===== src/hw/smc_mem_pkg.sv =====
// external memory side definitions

package smc_mem_pkg;

  // ------------------------------------------------------------
  // memory data bus
  // ------------------------------------------------------------

  localparam int MEM_WIDTH = 8;  // external data bus is one byte

  typedef logic [MEM_WIDTH-1:0] mem_byte_t;  // one memory byte

  // ------------------------------------------------------------
  // memory controller states
  // ------------------------------------------------------------

  // one hot next state code from the memory controller
  typedef enum logic [4:0]
  {
    SMC_IDLE  = 5'b00001,  // no access in progress
    SMC_LE    = 5'b00010,  // address latch enable
    SMC_RW    = 5'b00100,  // read or write strobe
    SMC_STORE = 5'b01000,  // waiting on a stalled bus
    SMC_FLOAT = 5'b10000   // bus turnaround
  } smc_state_t;

endpackage


===== src/hw/smc_xfer_pkg.sv =====
// internal bus transfer definitions

package smc_xfer_pkg;

  // ------------------------------------------------------------
  // data word
  // ------------------------------------------------------------

  typedef logic [31:0] word_t;        // internal bus data word

  localparam int BYTES_PER_WORD = 4;  // byte lanes in one word

  // ------------------------------------------------------------
  // transfer size
  // ------------------------------------------------------------

  // size code from the address cycle
  typedef logic [1:0] xfer_size_t;

  localparam xfer_size_t XSIZ_8  = 2'd0;  // byte transfer
  localparam xfer_size_t XSIZ_16 = 2'd1;  // halfword transfer
  localparam xfer_size_t XSIZ_32 = 2'd2;  // word transfer
  // code 3 reserved, reads treat it as a byte

  // ------------------------------------------------------------
  // access count
  // ------------------------------------------------------------

  // accesses still to come after the current one
  typedef logic [1:0] num_access_t;

  localparam num_access_t ACC_ONE  = 2'd0;  // single access, last one
  localparam num_access_t ACC_TWO  = 2'd1;  // two byte accesses
  localparam num_access_t ACC_FOUR = 2'd3;  // four byte accesses

endpackage

===== src/hw/smc_mac.sv =====
// multiple access controller top level

`timescale 1ns/1ps

module smc_mac
(
  input  logic                      sys_clk22,
  input  logic                      n_sys_reset22,
  input  logic                      valid_access,   // new transfer strobe
  input  smc_xfer_pkg::xfer_size_t  xfer_size,      // size of the new transfer
  input  logic                      smc_done,       // end of one memory access
  input  smc_mem_pkg::smc_state_t   smc_nextstate,  // memory controller next state
  input  logic                      latch_data,     // read byte valid
  input  smc_mem_pkg::mem_byte_t    data_smc,       // read byte from memory
  input  smc_xfer_pkg::word_t       write_data,     // write word from the bus
  output smc_xfer_pkg::num_access_t r_num_access,   // accesses still to come
  output logic                      mac_done,       // last access flag
  output smc_xfer_pkg::xfer_size_t  v_xfer_size,    // validated size
  output smc_mem_pkg::mem_byte_t    smc_data,       // write byte to memory
  output smc_xfer_pkg::word_t       read_data       // read word to the bus
);

  import smc_xfer_pkg::*;

  xfer_size_t r_xfer_size;  // stored size, sequencer to gatherer

  // ------------------------------------------------------------
  // input side
  // ------------------------------------------------------------

  smc_access_seq i_access_seq
  (
    .sys_clk22     (sys_clk22),
    .n_sys_reset22 (n_sys_reset22),
    .valid_access  (valid_access),
    .xfer_size     (xfer_size),
    .smc_done      (smc_done),
    .smc_nextstate (smc_nextstate),
    .write_data    (write_data),
    .r_xfer_size   (r_xfer_size),
    .v_xfer_size   (v_xfer_size),
    .r_num_access  (r_num_access),
    .mac_done      (mac_done),
    .smc_data      (smc_data)
  );

  // ------------------------------------------------------------
  // read path
  // ------------------------------------------------------------

  // count picks the byte slot, size picks the word form
  smc_read_gather i_read_gather
  (
    .sys_clk22     (sys_clk22),
    .n_sys_reset22 (n_sys_reset22),
    .latch_data    (latch_data),
    .data_smc      (data_smc),
    .r_num_access  (r_num_access),
    .r_xfer_size   (r_xfer_size),
    .read_data     (read_data)
  );

endmodule


===== src/hw/smc_read_gather.sv =====
// read data gatherer

`timescale 1ns/1ps

module smc_read_gather
(
  input  logic                      sys_clk22,
  input  logic                      n_sys_reset22,
  input  logic                      latch_data,    // data_smc holds a valid byte
  input  smc_mem_pkg::mem_byte_t    data_smc,      // byte from memory
  input  smc_xfer_pkg::num_access_t r_num_access,  // slot to fill
  input  smc_xfer_pkg::xfer_size_t  r_xfer_size,   // stored transfer size
  output smc_xfer_pkg::word_t       read_data      // word to the internal bus
);

  import smc_xfer_pkg::*;

  word_t r_read_data;  // bytes gathered so far

  // ------------------------------------------------------------
  // byte gathering
  // ------------------------------------------------------------

  // slot follows the write byte mapping, msb first
  always_ff @(posedge sys_clk22 or negedge n_sys_reset22)
  begin
    if (!n_sys_reset22)
    begin
      r_read_data <= '0;
    end
    else if (latch_data)
    begin
      case (r_num_access)
        2'd3:
        begin
          r_read_data[31:24] <= data_smc;  // first of four
          r_read_data[23:0]  <= 24'h0;
        end
        2'd2:
        begin
          r_read_data[23:16] <= data_smc;
          r_read_data[15:0]  <= 16'h0;     // top byte kept
        end
        2'd1:
        begin
          r_read_data[15:8] <= data_smc;
          r_read_data[7:0]  <= 8'h0;
        end
        default:
        begin
          r_read_data[7:0] <= data_smc;    // final byte
        end
      endcase
    end
  end

  // ------------------------------------------------------------
  // read word
  // ------------------------------------------------------------

  // the final byte is merged live so the bus sees it in the latch cycle
  always_comb
  begin
    case (r_xfer_size)
      XSIZ_32:
      begin
        if (latch_data)
        begin
          read_data = {r_read_data[31:8], data_smc};
        end
        else
        begin
          read_data = r_read_data;
        end
      end
      XSIZ_16:
      begin
        // halfword repeated on both halves
        if (latch_data)
        begin
          read_data = {(BYTES_PER_WORD/2){r_read_data[15:8], data_smc}};
        end
        else
        begin
          read_data = {(BYTES_PER_WORD/2){r_read_data[15:0]}};
        end
      end
      default:
      begin
        // byte and reserved sizes fill all lanes
        if (latch_data)
        begin
          read_data = {BYTES_PER_WORD{data_smc}};
        end
        else
        begin
          read_data = {BYTES_PER_WORD{r_read_data[7:0]}};
        end
      end
    endcase
  end

endmodule


===== src/hw/smc_access_seq.sv =====
// access sequencer for byte wide memory

`timescale 1ns/1ps

module smc_access_seq
(
  input  logic                     sys_clk22,
  input  logic                     n_sys_reset22,
  input  logic                     valid_access,   // address cycle of new transfer
  input  smc_xfer_pkg::xfer_size_t xfer_size,      // valid with valid_access only
  input  logic                     smc_done,       // end of one memory access
  input  smc_mem_pkg::smc_state_t  smc_nextstate,  // memory controller next state
  input  smc_xfer_pkg::word_t      write_data,     // held by the bus all transfer
  output smc_xfer_pkg::xfer_size_t r_xfer_size,    // stored size
  output smc_xfer_pkg::xfer_size_t v_xfer_size,    // live or stored size
  output smc_xfer_pkg::num_access_t r_num_access,  // accesses still to come
  output logic                     mac_done,       // last access of the transfer
  output smc_mem_pkg::mem_byte_t   smc_data        // byte to the memory bus
);

  import smc_xfer_pkg::*;
  import smc_mem_pkg::*;

  num_access_t num_accesses;  // counter load value for new size
  logic        access_step;   // completed access, more to follow

  // ------------------------------------------------------------
  // transfer size
  // ------------------------------------------------------------

  always_ff @(posedge sys_clk22 or negedge n_sys_reset22)
  begin
    if (!n_sys_reset22)
    begin
      r_xfer_size <= XSIZ_8;
    end
    else if (valid_access)
    begin
      r_xfer_size <= xfer_size;  // captured in the address cycle
    end
  end

  // live size during the address cycle, stored size after it
  assign v_xfer_size = valid_access ? xfer_size : r_xfer_size;

  // ------------------------------------------------------------
  // access counter
  // ------------------------------------------------------------

  // number of byte accesses for the requested size
  always_comb
  begin
    case (xfer_size)
      XSIZ_8:
      begin
        num_accesses = ACC_ONE;
      end
      XSIZ_16:
      begin
        num_accesses = ACC_TWO;
      end
      default:
      begin
        num_accesses = ACC_FOUR;  // word and reserved codes
      end
    endcase
  end

  // idle and store mean the transfer ends or stalls here
  assign access_step = smc_done &&
                       (smc_nextstate != SMC_IDLE) &&
                       (smc_nextstate != SMC_STORE);

  always_ff @(posedge sys_clk22 or negedge n_sys_reset22)
  begin
    if (!n_sys_reset22)
    begin
      r_num_access <= ACC_ONE;
    end
    else if (valid_access)
    begin
      r_num_access <= num_accesses;  // new transfer wins
    end
    else if (access_step)
    begin
      r_num_access <= r_num_access - 2'd1;
    end
  end

  // count of zero marks the final access
  assign mac_done = (r_num_access == ACC_ONE);

  // ------------------------------------------------------------
  // write byte select
  // ------------------------------------------------------------

  // most significant byte goes out first
  always_comb
  begin
    case (r_num_access)
      2'd3:
      begin
        smc_data = write_data[31:24];
      end
      2'd2:
      begin
        smc_data = write_data[23:16];
      end
      2'd1:
      begin
        smc_data = write_data[15:8];
      end
      default:
      begin
        smc_data = write_data[7:0];  // last or only access
      end
    endcase
  end

endmodule


===== config.mk =====
export PLATFORM = sky130hd
export DESIGN_NAME = smc_mac
export DESIGN_NICKNAME = d
export VERILOG_FILES = /design/src/hw/smc_mem_pkg.sv /design/src/hw/smc_xfer_pkg.sv /design/src/hw/smc_mac.sv /design/src/hw/smc_read_gather.sv /design/src/hw/smc_access_seq.sv
export SDC_FILE = /design/constraint.sdc
export NUM_CORES = 1
export LEC_CHECK = 0
export BUFFER_PORTS_ARGS = -buffer_cell sky130_fd_sc_hd__buf_2
export CAP_MARGIN = 30
export CORE_MARGIN = 2
export CORE_UTILIZATION = 25
export DETAILED_ROUTE_END_ITERATION = 6
export GPL_TIMING_DRIVEN = 0
export PLACE_DENSITY_LB_ADDON = 0.15
export SLEW_MARGIN = 15
export SYNTH_ARGS = -nofsm -noshare
export SYNTH_HDL_FRONTEND = slang
export SYNTH_HIERARCHICAL = 1
export SYNTH_SLANG_ARGS = --single-unit

===== constraint.sdc =====
create_clock -name sys_clk22 -period 4.2 [get_ports sys_clk22]
set_clock_uncertainty 0.15 [all_clocks]
set_input_delay 0.84 -clock sys_clk22 [delete_from_list [all_inputs] [get_ports sys_clk22]]
set_output_delay 0.84 -clock sys_clk22 [all_outputs]
set_load 0.1 [all_outputs]

Yosys cells after proc, flatten, opt, wreduce, memory -nomap -nowiden
Cells that the tools add are included.

Output and inout bits: 45. Bits in latches: 0. Register bits after elaboration: 36. Memories: 0. RAM bits: 0. Bits in read-only memories: 0. Logic and storage cells: 39.

Muxes and demuxes: 12. Multiply operators: 0. $lt $le $gt $ge: 0. Reductions and logical operators: 12. Bitwise logic cells: 0. Div/mod/pow operators: 0. Shifts and indexed selects: 0. Equality and inequality tests: 8. Add/sub/neg operators: 1.

Operator list (number): case mux 32 bit (2 select lines) (1); two-way mux 32 bit (1); case mux 8 bit (2 select lines) (2); two-way mux 24 bit (1); case mux 8 bit (3 select lines) (1); two-way mux 8 bit (2); == test 2 x 1 -> 1 bit, second input constant (3); == test 2 bit, second input constant (3); two-way mux 2 bit (3); AND reduction 2 bit (3); nonzero test 2 bit (3); != test 5 x 1 -> 1 bit, second input constant (1); != test 5 x 4 -> 1 bit, second input constant (1); zero test 2 bit (2); case mux 2 bit (2 select lines) (1); OR reduction 3 bit (1); logical AND 1 bit (2); OR reduction 2 bit (1); subtractor 2 x 1 -> 2 bit, second input constant (1).

Depth between registers and ports, before layout
Gate-level depths: netlist (run 1).

Depth in word-level cells: 5. Depth in mapped cells: 6. Mapped depth without buffers: 5.

By module
The synthesis (run 1) kept the hierarchy.

Modules (own cells, without submodules): smc_read_gather (cells an instance 155, times used 1, sequential area each 800.8 um^2, area each 1788.0 um^2); smc_access_seq (cells an instance 58, times used 1, sequential area each 100.1 um^2, area each 485.5 um^2).

Worst setup path before layout (run 1)
Ideal clock, no wire load.

Path type: register to output. Start: register i_access_seq.r_num_access[0]. End: output smc_data[0]. Data required time: 3210 ps. Stages on the path, launching flop included: 5. Slack: -756 ps. Data arrival time: 3966 ps. Buffers on the path: 1. Cells stage by stage: dfrtp_1 > inv_1 > ha_1 > clkbuf_1 > mux2i_1.

Cells in the longest elaborated chain, start to end: 2. Elaborated cells between the ends (all ways): 4. Those cells by class: eq/ne: 3; mux: 1.

RTL lines: start: declaration (RTL line smc_access_seq.sv:16) `output smc_xfer_pkg::num_access_t r_num_access,`; start signal: assignment (RTL line smc_access_seq.sv:82) `r_num_access <= num_accesses;`; start signal: assignment (RTL line smc_access_seq.sv:86) `r_num_access <= r_num_access - 2'd1;`; == test 2 x 1 -> 1 bit or == test 2 bit (tied branches) (RTL line smc_access_seq.sv:100) `case (r_num_access)`; case mux 8 bit (3 select lines) (*) (RTL line smc_access_seq.sv:100); end: declaration (RTL line smc_mac.sv:19) `output smc_mem_pkg::mem_byte_t smc_data,`.

Every way passes the cells marked *; elsewhere a longest branch is shown, timed or not.

Worst setup path in the final report (run 1)
Start: register i_access_seq.r_num_access[0]. End: output smc_data[4].

Same word-level chain as after synthesis.

==> results.py, run 1 <==
metrics = {
    "route": {
        "wl_um": 7080,
        "vias": 2047,
        "viasPerCell": 4.85,
        "drt_first_pass_iters": 4,
        "first_iter_violations": 122,
        "drtAntennaViolNets": 0,
        "drc_errors": 0,
        "wire_per_inst_um": 16.8,
    },
    "synthesis": {
        "synth_edf_count": 0,
        "synth_ff_type": "dfrtp_1",
        "synth_fp_nets": 271,
        "synth_cells": 213,
        "synth.distinct_cells": 40,
        "yosysSeqAreaShare_pct": 39.6,
        "avgSynthCellArea_sq_um": 10.7,
        "synth_warnings": 6,
        "ys_ff_latch": 36,
        "syn_area_sq_mm": 0.00227,
        "ys_async_sr_fraction_pct": 100,
    },
    "setup_path": {
        "arrival_ns": 2.48,
        "crit_required_ns": 3.21,
        "crit_path_max_fanout": 14,
        "endpoint_kind": "output pin",
        "start_kind": "register",
        "path_class": "register to output pin",
    },
    "die": {
        "core_sq_mm": 0.00876,
        "io-pin-count": 97,
        "initial_utilization_pct": 25.9,
        "num_rows": 34,
        "dieArea_sq_mm": 0.00987,
        "fp.dieW_um": 99.4,
        "fp.dieH_um": 99.4,
    },
    "layout": {
        "multiInputGateArea_sq_mm": 0.00126,
        "seq_area_sq_um": 901,
        "num_antenna_cells": 0,
        "fin_cells": 422,
        "layout_common_cells": "99 x buf_2, 36 x dfrtp_1, 30 x inv_1",
        "finalNetCount": 372,
        "final_common_cell": "buf_2",
        "final_area_sq_mm": 0.00308,
        "drive_gt1_share_pct": 49.7,
        "area_growth_pct": 35.4,
        "fillCellCount": 952,
    },
    "sta": {
        "min_period_ns": 3.47,
        "finalSetupTns_ns": 0,
        "tightest_slew_ns": 0.861,
        "maxSlewViolCount": 0,
        "post-route-period-util_pct": 82.5,
        "setup_viol": 0,
        "fmax_mhz": 289,
        "setup_slack_ns": 0.735,
        "hold_viol_final": 0,
        "rsz0062_at_grt": "false",
        "relSlewSlack_pct": 42.6,
    },
    "global_route": {
        "antenna_found_initial": 0,
        "grt_pass1_vias": 2010,
        "grt_max_degree": 37,
        "grt-ovfl-total": 0,
        "grt_pass1_wl_um": 10900,
        "grt_usage_pct": 14.2,
    },
    "clocking": {
        "cts_made_buffers": 5,
        "cts_resized": 0,
        "clk_pin_slew_ns": 0.07,
        "cts_buffer_depth": 2,
        "cts_hold_buf": 0,
        "cts_tree": "done",
        "cts_max_level": 2,
        "clock-root-buffer": "clkbuf_8",
        "post-cts-setup-buffers": 0,
        "clock_sinks": 36,
        "clk_latency_ns": 0.29,
    },
    "placed_design": {
        "dpl_cell_area_sq_mm": 0.00298,
        "pre_cts_slack_ns": 0.976,
        "place.gp.congestion": 0.739,
        "dp_cells": 415,
        "hpwl_um": 5010,
        "numPortBuffers": 94,
    },
    "pwr": {
        "powerDensity_mw_per_mm2": 550,
        "p_leak_nw": 1.52,
        "ir_drop_v": 0.000272,
    },
    "job": {
        "cap_violations": 0,
    },
    "min_path": {
        "hold_class": "register to register",
    },
    "run_status": {
        "outcome": "completed",
    },
}
## cells in the mapped netlist (all sizes together) (8+ instances only)
master	n	area share [%]
buf	10	3.8
o2bb2ai	8	3.1
a222oi	8	3.5
mux2i	16	9.2
a221oi	8	3.1
mux2	17	8.4
inv	30	5.0
nor2b	8	2.2
dfrtp	36	40
o22ai	9	2.5
a21oi	10	2.9
nor2	10	1.7
## final cells by class
cell class | instances | share of cell area (%)
Tap cell | 108 | 4.39
Clock buffer | 7 | 3.13
Inverter | 30 | 3.66
Buffer | 15 | 3.45
Timing Repair Buffer | 94 | 15.3
Sequential cell | 36 | 29.3
Multi-Input combinational cell | 132 | 40.8
## final timing paths
path,from,end,slack (ns),depth (start not counted)
worst max-delay path,i_access_seq/r_num_access[0],smc_data[4],0.73,6
worst min register to register,i_read_gather/r_read_data[16],i_read_gather/r_read_data[16],0.36,1
worst max register to register,i_access_seq/r_num_access[0],i_read_gather/r_read_data[3],2.47,3
max in group asynchronous,n_sys_reset22,i_read_gather/r_read_data[26],2.85,1
min in group asynchronous,n_sys_reset22,i_read_gather/r_read_data[17],0.50,1
worst min-delay path,i_read_gather/r_read_data[16],i_read_gather/r_read_data[16],0.36,1
## logic make-up after synthesis
family	Yosys count	synth area share [%]
xor+xnor	2	0.771
mux	33	17.7
flops	36	39.6
simple gates	34	8.53
compound gates	57	20.5
buf+inv	45	9.58
fa+ha+maj	6	3.30
## state kept, by name (all words and copies together), names as in the netlist
name and flops:
i_access_seq/r_num_access 2, i_access_seq/r_xfer_size 2, i_read_gather/r_read_data 32
## metal layers
layer / GRT usage [%] / vias to the layer above / wire length, um
met4: 3.16 / 0 / 54
met2: 23.3 / 90 / 3280
met1: 19.3 / 975 / 3160
met5: 0 / - / 0
met3: 3.02 / 4 / 587
li1: - / 978 / -
## worst max-delay path: stages, from the launching register on
cell and delay [ns]:
dfrtp_1 0.69, inv_1 0.14, ha_1 0.23, clkbuf_1 0.19, a222oi_1 0.52, mux2i_4 0.11, buf_2 0.31
## metrics by stage
stage          power (W)  util (%)  hold WS (ns)
3_3_place_gp     0.00143      34.0         0.338
5_1_grt          0.00177      35.1         0.364
3_5_place_dp     0.00143      34.0         0.344
2_1_floorplan    0.00126         -         0.330
4_1_cts          0.00171      35.1         0.361
6_report         0.00169      35.1         0.361
## report_power, final
group / internal, W / total [W] / switching, W
clock: 0.000146 / 0.000273 / 0.000127
sequential: 0.000407 / 0.000448 / 0.0000410
combinational: 0.000215 / 0.000971 / 0.000756
No activity file was read; power rests on OpenSTA's default activity.
==> inputs of run 2 (changes only) <==
- clock period: 4.2 -> 2.9 ns (I/O delays scaled with it)
==> results.py, run 2 (synthesized netlist as in run 1, its figures left out) <==
metrics = {
    "run_status": {
        "outcome": "completed",
    },
    "sta": {
        "fmax_mhz": 355,
        "relSlewSlack_pct": 43.7,
        "setup_viol": 0,
        "rsz0062_at_grt": "true",
        "post-route-period-util_pct": 97.1,
        "finalSetupTns_ns": 0,
        "min_period_ns": 2.82,
        "tightest_slew_ns": 0.844,
        "hold_ws_ns": 0.245,
        "hold_viol_final": 0,
        "maxSlewViolCount": 0,
    },
    "global_route": {
        "grt-ovfl-total": 0,
        "grt_usage_pct": 14.5,
        "antenna_found_initial": 0,
        "grt_max_degree": 37,
        "grt_pass1_vias": 2021,
        "grt_pass1_wl_um": 11100,
    },
    "route": {
        "wire_per_inst_um": 17.1,
        "drtAntennaViolNets": 0,
        "top_layer_used": "met4",
        "dr_wl_met2_um": 3300,
        "wl_um": 7250,
        "viasPerCell": 4.82,
        "met3WireLength_um": 476,
        "drt_first_pass_iters": 7,
        "drc_errors": 0,
        "first_iter_violations": 127,
        "vias": 2043,
        "wl_met1_um": 3440,
    },
    "pwr": {
        "powerDensity_mw_per_mm2": 777,
        "ir_drop_v": 0.000386,
        "p_leak_nw": 1.57,
    },
    "clocking": {
        "cts_made_buffers": 5,
        "cts_max_level": 2,
        "cts_tree": "done",
        "clk_pin_slew_ns": 0.07,
        "clock-root-buffer": "clkbuf_8",
        "clock_sinks": 36,
        "cts_buffer_depth": 2,
        "clk_latency_ns": 0.28,
    },
    "setup_path": {
        "startpoint": "i_access_seq/r_num_access[1]",
        "path_class": "register to output pin",
        "ff2ff_setup_slack_ns": 1.32,
        "rr_startpoint": "i_access_seq/r_num_access[1]",
        "r2r-end": "i_access_seq/r_num_access[1]",
        "arrival_ns": 2.09,
        "crit_path_max_fanout": 8,
        "endpoint": "smc_data[6]",
        "crit_required_ns": 2.17,
        "start_kind": "register",
        "r2r_cells": 3,
        "endpoint_kind": "output pin",
    },
    "die": {
        "core_sq_mm": 0.00876,
        "fp.dieW_um": 99.4,
        "fp.dieH_um": 99.4,
        "num_rows": 34,
        "initial_utilization_pct": 25.9,
        "io-pin-count": 97,
        "dieArea_sq_mm": 0.00987,
    },
    "placed_design": {
        "place.gp.congestion": 0.759,
        "hpwl_um": 5120,
        "numPortBuffers": 94,
    },
    "layout": {
        "fillCellCount": 903,
        "drive_gt1_share_pct": 55.4,
        "largestRegisters": "i_read_gather/r_read_data (32), i_access_seq/r_num_access (2), i_access_seq/r_xfer_size (2)",
        "largest_register": "i_read_gather/r_read_data",
        "final_common_cell": "buf_2",
        "num_antenna_cells": 0,
        "largest_reg_flops": 32,
        "layout_common_cells": "72 x buf_2, 34 x dfrtp_1, 30 x inv_1",
        "area_growth_pct": 45.1,
        "finalNetCount": 373,
    },
    "min_path": {
        "hold_class": "primary input to asynchronous set/reset pin",
    },
    "job": {
        "cap_violations": 0,
    },
}
==> run 2: power breakdown <==
group	switching (W)	internal, W	leakage [nW]	total (W)
Combinational	0.00113	0.000390	1.07	0.00152
Clock	0.000177	0.000217	0.0515	0.000394
Sequential	0.0000565	0.000593	0.455	0.000649
Total	0.00137	0.00120	1.57	0.00256
==> run 2: per-layer routing <==
metal,track usage [%],vias up
met5,0,-
met4,3.06,0
met2,23.5,86
li1,-,979
met3,3.09,2
met1,19.9,976
==> run 2: worst min path at each step <==
stage,slack [ns],to,depth (start not counted)
3_3_place_gp,0.34,i_read_gather/r_read_data[28],1
6_report,0.24,i_read_gather/r_read_data[4],1
5_1_grt,0.31,i_read_gather/r_read_data[30],1
4_1_cts,0.27,i_read_gather/r_read_data[17],1
2_1_floorplan,0.13,i_access_seq/r_xfer_size[0],0
3_5_place_dp,0.35,i_read_gather/r_read_data[24],1
==> run 2: timing repair <==
item,4_1_cts,5_1_grt
setup buffers,2,0
pin swaps,2,2
hold buffers,0,0
endpoints found under the setup margin,26,22
gates resized for setup,27,14
==> run 2: cell type report <==
type,count,area (sq um),area share [%]
Buffer,13,110,3.34
Clock buffer,8,100,3.03
Inverter,30,113,3.41
Multi-Input combinational cell,132,1350,40.8
Sequential cell,36,908,27.5
Tap cell,108,135,4.10
Timing Repair Buffer,97,588,17.8
==> run 2: through the flow <==
step	worst slack [ns]	area (sq um)	utilization, %	total power (W)	instances
finish	0.0840	3300	37.6	0.00256	424
global route	-0.0190	3300	37.6	0.00268	424
CTS	0.0224	3250	37.0	0.00256	426
detailed placement	0.188	3060	35.0	0.00211	416
global placement	-0.104	3060	34.9	0.00210	415
floorplan	-0.379	2450	-	0.00185	213
==> run 2: worst max-delay path, cell delays in order (launching register included) <==
cell,delay (ns)
dfrtp_4,0.52
ha_1,0.19
clkbuf_1,0.19
a222oi_1,0.53
mux2i_4,0.11
buf_4,0.25
==> inputs of run 3 (changes only) <==
- MAX_ROUTING_LAYER: default -> met4
==> results.py, run 3 (synthesized netlist as in run 1, its figures left out) <==
metrics = {
    "run_status": {
        "outcome": "completed",
    },
    "layout": {
        "finalCoreUtilization_pct": 37.6,
        "largest_register": "i_read_gather/r_read_data",
        "fillCellCount": 904,
        "largestRegisters": "i_read_gather/r_read_data (32), i_access_seq/r_num_access (2), i_access_seq/r_xfer_size (2)",
        "final_common_cell": "buf_2",
        "largest_reg_flops": 32,
        "layout_common_cells": "72 x buf_2, 34 x dfrtp_1, 30 x inv_1",
        "drive_gt1_share_pct": 55.4,
        "finalNetCount": 373,
        "area_growth_pct": 45.0,
        "num_antenna_cells": 0,
    },
    "placed_design": {
        "hpwl_um": 5120,
        "place.gp.congestion": 0.769,
        "pre_cts_slack_ns": 0.188,
        "numPortBuffers": 94,
    },
    "route": {
        "viasPerCell": 4.84,
        "first_iter_violations": 97,
        "drc_errors": 0,
        "drtAntennaViolNets": 0,
        "vias": 2053,
        "wire_per_inst_um": 17.0,
        "drt_first_pass_iters": 5,
        "wl_um": 7200,
    },
    "global_route": {
        "antenna_found_initial": 0,
        "grt_pass1_wl_um": 11100,
        "top_usage_layer": "met2",
        "grt_max_degree": 37,
        "grtUsageMet2_pct": 23.5,
        "grt_pass1_vias": 2019,
        "grt-ovfl-total": 0,
        "grt_util_met1_pct": 20.0,
        "grt_usage_pct": 14.9,
        "use_met3_pct": 3.02,
    },
    "setup_path": {
        "crit_required_ns": 2.17,
        "arrival_ns": 2.09,
        "slowest_delay_ns": 0.53,
        "slowest_stage": "a222oi_1",
        "crit_path_max_fanout": 8,
        "path_class": "register to output pin",
        "crit_chain": "ha_1 > clkbuf_1 > a222oi_1 > mux2i_4 > buf_4",
        "crit_family": "compound AO/OA/AOI/OAI gates",
        "endpoint_kind": "output pin",
        "critPathBufInv": 2,
        "start_kind": "register",
    },
    "sta": {
        "relSlewSlack_pct": 43.9,
        "setup_slack_ns": 0.0763,
        "post-route-period-util_pct": 97.4,
        "maxSlewViolCount": 0,
        "fmax_mhz": 354,
        "min_period_ns": 2.82,
        "tightest_slew_ns": 0.841,
        "rsz0062_at_grt": "true",
        "hold_viol_final": 0,
        "hold_ws_ns": 0.231,
        "setup_viol": 0,
    },
    "die": {
        "io-pin-count": 97,
        "dieArea_sq_mm": 0.00987,
        "initial_utilization_pct": 25.9,
        "fp.dieW_um": 99.4,
        "core_sq_mm": 0.00876,
        "fp.dieH_um": 99.4,
        "num_rows": 34,
    },
    "pwr": {
        "netSwitchingFraction_pct": 53.3,
        "comb_power_share_pct": 59.1,
        "p_leak_nw": 1.57,
        "powerDensity_mw_per_mm2": 778,
        "clkPwrFrac_pct": 15.6,
        "p_int_w": 0.00120,
        "p_sw_w": 0.00137,
        "ir_drop_v": 0.000385,
        "power_frac_seq_pct": 25.3,
    },
    "clocking": {
        "clock_sinks": 36,
        "clk_pin_slew_ns": 0.07,
        "cts_buffer_depth": 2,
        "clock-root-buffer": "clkbuf_8",
        "cts_tree": "done",
        "cts_made_buffers": 5,
        "cts_max_level": 2,
        "clk_latency_ns": 0.29,
        "cts_hold_buf": 0,
    },
    "min_path": {
        "hold_class": "primary input to asynchronous set/reset pin",
    },
    "job": {
        "cap_violations": 0,
    },
}
==> run 3: cell counts in the layout (fill, tap and decap cells not counted) <==
No cell type changed its count.
==> run 3: path summary, 6_finish.rpt <==
| check | slack [ns] | from | to | cells past startpoint |
|---|---|---|---|---|
| setup / recovery | 0.08 | i_access_seq/r_num_access[1] | smc_data[6] | 5 |
| min in group sys_clk22 | 0.36 | i_read_gather/r_read_data[18] | i_read_gather/r_read_data[18] | 1 |
| hold reg to reg | 0.36 | i_read_gather/r_read_data[18] | i_read_gather/r_read_data[18] | 1 |
| hold / removal | 0.23 | n_sys_reset22 | i_read_gather/r_read_data[4] | 1 |
| setup reg to reg | 1.32 | i_access_seq/r_num_access[1] | i_access_seq/r_num_access[1] | 3 |
| max in group asynchronous | 1.76 | n_sys_reset22 | i_access_seq/r_num_access[1] | 1 |
==> run 3: cell type report <==
cell class,count,area (sq um),area share (%)
buffer,13,110,3.34
clock buffer,8,100,3.04
inverter,30,113,3.42
multi-input combinational,132,1350,40.8
sequential,36,908,27.6
tap,108,135,4.10
timing repair buffer,97,584,17.7
==> run 3: metrics by stage <==
stage          cell area (sq um)  setup TNS (ns)  power (W)  cells
2_1_floorplan               2450           -3.99    0.00185    213
3_3_place_gp                3060          -0.500    0.00210    415
3_5_place_dp                3060               0    0.00211    416
4_1_cts                     3250               0    0.00256    426
5_1_grt                     3300         -0.0614    0.00268    424
6_report                    3300               0    0.00257    424
==> run 3: power by group through the flow <==
stage                     clock (W)  combinational, W  sequential [W]
after global routing       0.000431           0.00159        0.000659
final                      0.000401           0.00152        0.000649
after detailed placement          0           0.00144        0.000663
after floorplan                   0           0.00118        0.000672
after CTS                  0.000409           0.00150        0.000648
after global placement            0           0.00144        0.000661
==> run 3: per-layer routing <==
metal  vias to the layer above  share of wire, %
met2                        95                45
met4                         0              0.90
li1                        981                 -
met3                         5               7.3
met1                       972                46
met5                         -                 0
==> run 3: what timing repair did <==
| action | in CTS | in global routing |
|---|---|---|
| pin swaps | 2 | 2 |
| endpoints found under the setup margin | 26 | 21 |
| buffers inserted | 2 | 0 |
| resized for setup | 27 | 13 |
| gates cloned | 0 | 0 |
